==> src/source/axil_sram_pkg.sv <==
`default_nettype none

package axil_sram_pkg;

  // byte addressed AXI-Lite side
  localparam int AXIL_ADDR_W = 8;
  localparam int AXIL_DATA_W = 32;
  localparam int AXIL_STRB_W = AXIL_DATA_W / 8;

  // byte offset bits inside one data word
  localparam int ADDR_LSB = 2;

  // word addressed memory side
  localparam int SRAM_ADDR_W = AXIL_ADDR_W - ADDR_LSB;
  localparam int SRAM_DEPTH  = 1 << SRAM_ADDR_W;

  typedef logic [AXIL_ADDR_W-1:0] axil_addr_t;
  typedef logic [AXIL_DATA_W-1:0] axil_data_t;
  typedef logic [AXIL_STRB_W-1:0] axil_strb_t;
  typedef logic [SRAM_ADDR_W-1:0] sram_addr_t;
  typedef logic [1:0]             axil_resp_t;

  // the only response this subsystem ever returns
  localparam axil_resp_t RESP_OKAY = 2'b00;

  // write data channel bundle, one skid buffer entry
  typedef struct packed {
    axil_data_t data;
    axil_strb_t strb;
  } wr_payload_t;

endpackage

`default_nettype wire
==> src/source/axil_sram_top.sv <==
`timescale 1ns/1ps
`default_nettype none

module axil_sram_top (
  input  logic                      clk,
  input  logic                      rst_n,

  input  axil_sram_pkg::axil_addr_t i_awaddr,
  input  logic                      i_awvalid,
  output logic                      o_awready,
  input  axil_sram_pkg::axil_data_t i_wdata,
  input  axil_sram_pkg::axil_strb_t i_wstrb,
  input  logic                      i_wvalid,
  output logic                      o_wready,
  output axil_sram_pkg::axil_resp_t o_bresp,
  output logic                      o_bvalid,
  input  logic                      i_bready,

  input  axil_sram_pkg::axil_addr_t i_araddr,
  input  logic                      i_arvalid,
  output logic                      o_arready,
  output axil_sram_pkg::axil_data_t o_rdata,
  output axil_sram_pkg::axil_resp_t o_rresp,
  output logic                      o_rvalid,
  input  logic                      i_rready
);

  import axil_sram_pkg::*;

  // bridge to memory command and read response paths
  logic       cmd_valid;
  logic       cmd_ready;
  sram_addr_t cmd_addr;
  logic       cmd_wr_en;
  axil_data_t cmd_wr_data;
  axil_strb_t cmd_wr_strb;
  logic       resp_valid;
  logic       resp_ready;
  axil_data_t resp_data;

  axil_sram_bridge u_bridge (
    .clk           (clk),
    .rst_n         (rst_n),
    .i_awaddr      (i_awaddr),
    .i_awvalid     (i_awvalid),
    .o_awready     (o_awready),
    .i_wdata       (i_wdata),
    .i_wstrb       (i_wstrb),
    .i_wvalid      (i_wvalid),
    .o_wready      (o_wready),
    .o_bresp       (o_bresp),
    .o_bvalid      (o_bvalid),
    .i_bready      (i_bready),
    .i_araddr      (i_araddr),
    .i_arvalid     (i_arvalid),
    .o_arready     (o_arready),
    .o_rdata       (o_rdata),
    .o_rresp       (o_rresp),
    .o_rvalid      (o_rvalid),
    .i_rready      (i_rready),
    .o_cmd_valid   (cmd_valid),
    .i_cmd_ready   (cmd_ready),
    .o_cmd_addr    (cmd_addr),
    .o_cmd_wr_en   (cmd_wr_en),
    .o_cmd_wr_data (cmd_wr_data),
    .o_cmd_wr_strb (cmd_wr_strb),
    .i_resp_valid  (resp_valid),
    .i_resp_data   (resp_data),
    .o_resp_ready  (resp_ready)
  );

  sram_core u_sram (
    .clk           (clk),
    .rst_n         (rst_n),
    .i_cmd_valid   (cmd_valid),
    .o_cmd_ready   (cmd_ready),
    .i_cmd_addr    (cmd_addr),
    .i_cmd_wr_en   (cmd_wr_en),
    .i_cmd_wr_data (cmd_wr_data),
    .i_cmd_wr_strb (cmd_wr_strb),
    .o_resp_valid  (resp_valid),
    .i_resp_ready  (resp_ready),
    .o_resp_data   (resp_data)
  );

endmodule

`default_nettype wire

==> src/source/axil_sram_bridge.sv <==
`timescale 1ns/1ps
`default_nettype none

module axil_sram_bridge (
  input  logic                     clk,
  input  logic                     rst_n,

  input  axil_sram_pkg::axil_addr_t i_awaddr,
  input  logic                     i_awvalid,
  output logic                     o_awready,
  input  axil_sram_pkg::axil_data_t i_wdata,
  input  axil_sram_pkg::axil_strb_t i_wstrb,
  input  logic                     i_wvalid,
  output logic                     o_wready,
  output axil_sram_pkg::axil_resp_t o_bresp,
  output logic                     o_bvalid,
  input  logic                     i_bready,

  input  axil_sram_pkg::axil_addr_t i_araddr,
  input  logic                     i_arvalid,
  output logic                     o_arready,
  output axil_sram_pkg::axil_data_t o_rdata,
  output axil_sram_pkg::axil_resp_t o_rresp,
  output logic                     o_rvalid,
  input  logic                     i_rready,

  output logic                     o_cmd_valid,
  input  logic                     i_cmd_ready,
  output axil_sram_pkg::sram_addr_t o_cmd_addr,
  output logic                     o_cmd_wr_en,
  output axil_sram_pkg::axil_data_t o_cmd_wr_data,
  output axil_sram_pkg::axil_strb_t o_cmd_wr_strb,
  input  logic                     i_resp_valid,
  input  axil_sram_pkg::axil_data_t i_resp_data,
  output logic                     o_resp_ready
);

  import axil_sram_pkg::*;

  logic        sb_ar_valid;
  logic        sb_ar_ready;
  sram_addr_t  sb_ar_addr;
  logic        sb_r_ready;
  logic        sb_aw_valid;
  sram_addr_t  sb_aw_addr;
  logic        sb_w_valid;
  wr_payload_t w_in;
  wr_payload_t sb_w;

  logic        pri_rd;
  logic        issue_en;
  logic        rd_ok;
  logic        wr_ok;
  logic        rd_start;
  logic        wr_start;

  logic [1:0]  bcnt;
  logic [1:0]  bcnt_next;
  logic [1:0]  wr_inflight;
  logic        cmd_wr_acc;
  logic        b_acc;

  // read address, only taken while read data has room
  assign o_arready = sb_ar_ready && sb_r_ready;

  skid_buffer #(.payload_t(sram_addr_t)) u_sb_ar (
    .clk     (clk),
    .rst_n   (rst_n),
    .i_valid (i_arvalid && sb_r_ready),
    .i_data  (i_araddr[AXIL_ADDR_W-1:ADDR_LSB]),
    .o_ready (sb_ar_ready),
    .o_valid (sb_ar_valid),
    .o_data  (sb_ar_addr),
    .i_ready (rd_start)
  );

  // read data back to the manager
  assign o_rresp      = RESP_OKAY;
  assign o_resp_ready = sb_r_ready;

  skid_buffer #(.payload_t(axil_data_t)) u_sb_r (
    .clk     (clk),
    .rst_n   (rst_n),
    .i_valid (i_resp_valid),
    .i_data  (i_resp_data),
    .o_ready (sb_r_ready),
    .o_valid (o_rvalid),
    .o_data  (o_rdata),
    .i_ready (i_rready)
  );

  skid_buffer #(.payload_t(sram_addr_t)) u_sb_aw (
    .clk     (clk),
    .rst_n   (rst_n),
    .i_valid (i_awvalid),
    .i_data  (i_awaddr[AXIL_ADDR_W-1:ADDR_LSB]),
    .o_ready (o_awready),
    .o_valid (sb_aw_valid),
    .o_data  (sb_aw_addr),
    .i_ready (wr_start)
  );

  assign w_in.data = i_wdata;
  assign w_in.strb = i_wstrb;

  skid_buffer #(.payload_t(wr_payload_t)) u_sb_w (
    .clk     (clk),
    .rst_n   (rst_n),
    .i_valid (i_wvalid),
    .i_data  (w_in),
    .o_ready (o_wready),
    .o_valid (sb_w_valid),
    .o_data  (sb_w),
    .i_ready (wr_start)
  );

  // write response counter, a write is counted once the memory takes it
  assign o_bresp    = RESP_OKAY;
  assign cmd_wr_acc = o_cmd_valid && i_cmd_ready && o_cmd_wr_en;
  assign b_acc      = o_bvalid && i_bready;

  always_comb begin
    case ({cmd_wr_acc, b_acc})
      2'b10:   bcnt_next = bcnt + 2'd1;
      2'b01:   bcnt_next = bcnt - 2'd1;
      default: bcnt_next = bcnt;
    endcase
  end

  // a write still sitting in the command register will also need a response
  assign wr_inflight = bcnt + {1'b0, o_cmd_valid && o_cmd_wr_en};

  assign issue_en = !o_cmd_valid || i_cmd_ready;
  assign rd_ok    = sb_ar_valid && sb_r_ready;
  assign wr_ok    = sb_aw_valid && sb_w_valid && (wr_inflight < 2'd2);

  // alternate priority, loser of the last round goes first
  always_comb begin
    rd_start = 1'b0;
    wr_start = 1'b0;
    if (issue_en) begin
      if (rd_ok && (pri_rd || !wr_ok)) begin
        rd_start = 1'b1;
      end else if (wr_ok) begin
        wr_start = 1'b1;
      end
    end
  end

  always_ff @(posedge clk) begin
    if (!rst_n) begin
      o_cmd_valid <= 1'b0;
      pri_rd      <= 1'b0;
      bcnt        <= 2'd0;
      o_bvalid    <= 1'b0;
    end else begin
      bcnt     <= bcnt_next;
      o_bvalid <= (bcnt_next != 2'd0);
      if (issue_en) begin
        o_cmd_valid <= rd_start || wr_start;
      end
      if (rd_start) begin
        pri_rd <= 1'b0;
      end else if (wr_start) begin
        pri_rd <= 1'b1;
      end
    end
  end

  // command payload
  always_ff @(posedge clk) begin
    if (rd_start) begin
      o_cmd_addr  <= sb_ar_addr;
      o_cmd_wr_en <= 1'b0;
    end else if (wr_start) begin
      o_cmd_addr    <= sb_aw_addr;
      o_cmd_wr_en   <= 1'b1;
      o_cmd_wr_data <= sb_w.data;
      o_cmd_wr_strb <= sb_w.strb;
    end
  end

  a_bcnt_max: assert property (@(posedge clk) disable iff (!rst_n)
    bcnt <= 2'd2);

  a_cmd_hold: assert property (@(posedge clk) disable iff (!rst_n)
    (o_cmd_valid && !i_cmd_ready) |=>
      (o_cmd_valid && $stable({o_cmd_addr, o_cmd_wr_en, o_cmd_wr_data, o_cmd_wr_strb})));

endmodule

`default_nettype wire

==> src/source/sram_core.sv <==
`timescale 1ns/1ps
`default_nettype none

module sram_core (
  input  logic                      clk,
  input  logic                      rst_n,

  input  logic                      i_cmd_valid,
  output logic                      o_cmd_ready,
  input  axil_sram_pkg::sram_addr_t i_cmd_addr,
  input  logic                      i_cmd_wr_en,
  input  axil_sram_pkg::axil_data_t i_cmd_wr_data,
  input  axil_sram_pkg::axil_strb_t i_cmd_wr_strb,

  output logic                      o_resp_valid,
  input  logic                      i_resp_ready,
  output axil_sram_pkg::axil_data_t o_resp_data
);

  import axil_sram_pkg::*;

  axil_data_t mem [SRAM_DEPTH];

  logic cmd_acc;
  logic rd_acc;

  // a held response blocks new commands until it drains
  assign o_cmd_ready = !o_resp_valid || i_resp_ready;
  assign cmd_acc     = i_cmd_valid && o_cmd_ready;
  assign rd_acc      = cmd_acc && !i_cmd_wr_en;

  always_ff @(posedge clk) begin
    if (!rst_n) begin
      o_resp_valid <= 1'b0;
    end else if (rd_acc) begin
      o_resp_valid <= 1'b1;
    end else if (i_resp_ready) begin
      o_resp_valid <= 1'b0;
    end
  end

  // byte lane writes, one lane per strobe bit
  always_ff @(posedge clk) begin
    if (cmd_acc && i_cmd_wr_en) begin
      for (int lane = 0; lane < AXIL_STRB_W; lane++) begin
        if (i_cmd_wr_strb[lane]) begin
          mem[i_cmd_addr][lane*8 +: 8] <= i_cmd_wr_data[lane*8 +: 8];
        end
      end
    end
  end

  always_ff @(posedge clk) begin
    if (rd_acc) begin
      o_resp_data <= mem[i_cmd_addr];
    end
  end

  a_resp_hold: assert property (@(posedge clk) disable iff (!rst_n)
    (o_resp_valid && !i_resp_ready) |=> (o_resp_valid && $stable(o_resp_data)));

endmodule

`default_nettype wire

==> src/source/skid_buffer.sv <==
`timescale 1ns/1ps
`default_nettype none

module skid_buffer #(
  parameter type payload_t = logic [7:0]
) (
  input  logic     clk,
  input  logic     rst_n,

  input  logic     i_valid,
  input  payload_t i_data,
  output logic     o_ready,

  output logic     o_valid,
  output payload_t o_data,
  input  logic     i_ready
);

  // two slot ring of payloads
  payload_t   entries [2];
  logic       wr_ptr;
  logic       rd_ptr;
  logic [1:0] count;

  logic       push;
  logic       pop;

  assign push = i_valid && o_ready;
  assign pop  = o_valid && i_ready;

  // upstream only stalls once both slots are taken
  assign o_ready = (count != 2'd2);
  assign o_valid = (count != 2'd0);
  assign o_data  = entries[rd_ptr];

  always_ff @(posedge clk) begin
    if (!rst_n) begin
      wr_ptr <= 1'b0;
      rd_ptr <= 1'b0;
      count  <= 2'd0;
    end else begin
      if (push) begin
        wr_ptr <= !wr_ptr;
      end
      if (pop) begin
        rd_ptr <= !rd_ptr;
      end
      case ({push, pop})
        2'b10:   count <= count + 2'd1;
        2'b01:   count <= count - 2'd1;
        default: count <= count;
      endcase
    end
  end

  always_ff @(posedge clk) begin
    if (push) begin
      entries[wr_ptr] <= i_data;
    end
  end

  // head item must not move or vanish while the consumer stalls
  a_out_stable: assert property (@(posedge clk) disable iff (!rst_n)
    (o_valid && !i_ready) |=> (o_valid && $stable(o_data)));

  // a push never lands on the unread head entry
  a_no_overwrite: assert property (@(posedge clk) disable iff (!rst_n)
    (push && o_valid) |-> (wr_ptr != rd_ptr));

endmodule

`default_nettype wire

==> config.mk <==
export PLATFORM = sky130hd
export DESIGN_NAME = axil_sram_top
export DESIGN_NICKNAME = d
export VERILOG_FILES = /design/src/source/axil_sram_pkg.sv /design/src/source/axil_sram_top.sv /design/src/source/axil_sram_bridge.sv /design/src/source/sram_core.sv /design/src/source/skid_buffer.sv
export SDC_FILE = /design/constraint.sdc
export NUM_CORES = 2
export LEC_CHECK = 0
export BUFFER_PORTS_ARGS = -buffer_cell sky130_fd_sc_hd__buf_2
export CORE_ASPECT_RATIO = 0.8
export CORE_UTILIZATION = 40
export CTS_CLUSTER_SIZE = 20
export DETAILED_ROUTE_END_ITERATION = 8
export PLACE_DENSITY = 0.66
export SKIP_CTS_REPAIR_TIMING = 1
export SLEW_MARGIN = 20
export SYNTH_ARGS = -nofsm -noshare
export SYNTH_HDL_FRONTEND = slang
export SYNTH_SLANG_ARGS = --single-unit
==> constraint.sdc <==
create_clock -name clk -period 4.55 [get_ports clk]
set_clock_uncertainty 0.2 [all_clocks]
set_input_delay 0.455 -clock clk [delete_from_list [all_inputs] [get_ports clk]]
set_output_delay 0.455 -clock clk [all_outputs]
set_load 0.05 [all_outputs]
==> flow_summary.ini <==
[pwr]
p_seq_share_pct = 39.8
power.switching_mw = 23.3
vdd_drop_max_mv = 0.494
internal_power_mw = 42.1
finalPower_mw = 65.5
swShare_pct = 35.6
p_per_area_nw_per_um2 = 634
clkPwrFrac_pct = 26.9
combinationalPowerShare_pct = 33.3
leakagePower_nw = 33.5

[clock_network]
cts_buffers = 214
clk_path_buf_depth = 4
clock_latency_ns = 0.87
htreeDepth = 4
cts-root-buf = clkbuf_16
path_clk_slew_ns = 0.06
cts_tree = done
cts_sinks = 2308

[grt]
first_global_vias = 49800
antenna_found_initial = 17
grt_max_degree = 65
grt_overflow = 0
grt_pass1_wl_mm = 390
grt_usage_pct = 24.8

[route]
drt_iter0_markers = 9143
drt-wirelength-per-cell_um = 33.1
via_per_inst = 6.13
drc = 0
vias = 52400
wl_mm = 283
postRouteAntennaNets = 0
firstDrtPassIters = 7

[placement]
place_area_um2 = 95900
gp_congestion = 0.946
dpl.hpwl_mm = 180
pre_cts_ws_ns = 0.525
placed_cells = 8097
portBuffers = 91

[synthesis]
yosysWarningCount = 0
ys_async_sr_fraction_pct = 0
syn_area_per_cell_um2 = 18.4
seq_area_frac_synth_pct = 77.8
postSynthCellCount = 4823
synth_top_flop_cell = edfxtp_1
syn-cell-area_um2 = 88700
ys_types = 63
synth_edf_count = 2282
ys_seq_elements = 2308

[setup_path]
start_kind = flip-flop
slowest_stage = nor2_1
worstPathMaxFanout = 28
crit_type = reg2reg
path_depth = 5
rr_worst_depth = 5
crit_required_ns = 4.96
max_stage_delay_ns = 1.16
worstPathArrival_ns = 4.68
critPathTopFamily = simple AND/OR/NAND/NOR gates
r2r_slack_ns = 0.27
cp-end-kind = flip-flop
crit_buf_inv = 1
path_cells = inv_4, nor2_1, a22oi_1, o2111ai_1, or3_1

[floorplanning]
die_w_um = 529
ios = 100
coreArea_um2 = 220000
dieArea_um2 = 224000
start_util_pct = 40.3
die_h_um = 423
num_rows = 154

[cells_and_area]
instances_no_fill = 8547
utilization_pct = 46.9
layout-drive-gt1-share_pct = 23.8
area_growth_pct = 16.3
num-fill-cells = 18300
final_cell_mix = edfxtp_1 (2282), buf_4 (495), nor2_1 (350)
final_common_cell = edfxtp_1
stdcell_area_um2 = 103000
fin_nets = 5467
multi_input_area_um2 = 18200
seq_area_um2 = 69000

[timing]
fin_crit_ns = 4.28
setup_ws_ns = 0.274
slew_headroom_pct = 9.88
rsz0062_at_grt = false
drv_slew = 0
min_period_over_period_pct = 94.0
setup_tns_ns = 0
max_clock_freq_mhz = 234
setup_viol = 0
tightest_slew_ns = 1.35
hold_viol = 0
whs_ns = 0.0119

[hold_path]
hold-path-cell-count = 5
hold_path_class = in2reg

[outcome]
outcome = complete, no violations

[run]
drv_cap = 0
==> flip-flops by register name (all words and copies together) (netlist names), 2 cells and up, named ones only <==
name                      count
u_bridge.u_sb_ar.count        2
u_sram.o_resp_data           32
u_bridge.u_sb_r.entries      64
u_bridge.u_sb_aw.entries     12
u_bridge.u_sb_ar.entries     12
u_bridge.u_sb_aw.count        2
u_bridge.u_sb_r.count         2
u_bridge.u_sb_w.count         2
u_bridge.u_sb_w.entries      72
u_bridge.o_cmd_wr_data       32
u_sram.mem                 2048
u_bridge.o_cmd_wr_strb        4
u_bridge.bcnt                 2
u_bridge.o_cmd_addr           6
==> worst register-to-register path, stage by stage, from the launching register on <==
cell	delay, ns
edfxtp_1	0.99
inv_4	0.54
nor2_1	1.19
a22oi_1	0.40
o2111ai_1	0.27
or3_1	0.44
==> metal layers <==
layer / wire length, um / track usage [%] / share of wire (%)
met1: 105000 / 34.0 / 37
met2: 118000 / 34.3 / 42
met3: 47500 / 10.9 / 17
met4: 12600 / 9.97 / 4.5
met5: 101 / 0 / 0.036
==> cells in the mapped netlist (all sizes together), types with 27 or more instances <==
| cell type | count | area, um2 |
|---|---|---|
| edfxtp | 2282 | 68500 |
| mux2 | 171 | 1930 |
| nand2 | 163 | 612 |
| a221o | 27 | 270 |
| o21ai | 113 | 566 |
| a22oi | 129 | 968 |
| mux4 | 186 | 4190 |
| o22ai | 94 | 588 |
| a21oi | 152 | 761 |
| a221oi | 159 | 1390 |
| clkbuf | 116 | 435 |
| a22o | 46 | 403 |
| mux2i | 251 | 2510 |
| buf | 201 | 1240 |
| nor2 | 365 | 1370 |
| a31oi | 29 | 181 |
==> logic make-up (layout without fill, tap and decap cells) <==
kind of cell | count (synthesis) | after routing | synth area share [%]
muxes | 608 | 608 | 9.72
DFF | 2308 | 2308 | 77.8
xor gates and xnor gates | 14 | 14 | 0.138
adders and majority gates | 5 | 5 | 0.0705
buffers and inverters | 325 | 1072 | 1.92
other | 1 | 14 | 0.00423
and+or+nand+nor | 693 | 693 | 3.40
AOI/OAI and AO/OA | 869 | 869 | 6.93
==> path summary, 6_finish.rpt <==
| path | from | to |
|---|---|---|
| worst max-delay path | u_bridge.o_cmd_addr[0] | u_sram.o_resp_data[11] |
| worst max register to register | u_bridge.o_cmd_addr[0] | u_sram.o_resp_data[11] |
| worst min-delay path | i_bready | u_bridge.bcnt[1] |
| worst min register to register | u_sram.o_resp_data[16] | u_bridge.u_sb_r.entries[1][16] |
==> power groups by stage <==
stage	clock network (mW)	logic, mW	registers, mW
after global routing	18.5	22.2	26.1
after floorplan	0	10.9	26.6
after CTS	17.7	21.0	26.0
final	17.6	21.8	26.1
after global placement	0	20.7	26.4
after detailed placement	0	20.9	26.5
==> cell type report <==
class                   count  share of cell area (%)
flip-flops and latches   2308                    66.9
clock inverters           128                    1.08
multi-input cells        2193                    17.6
clock buffers             258                    5.41
repair buffers            678                    5.33
well taps                2964                    3.59
diodes                     10                  0.0242
inverters                   8                  0.0352
Note: power is estimated with default switching activity, not from simulation.
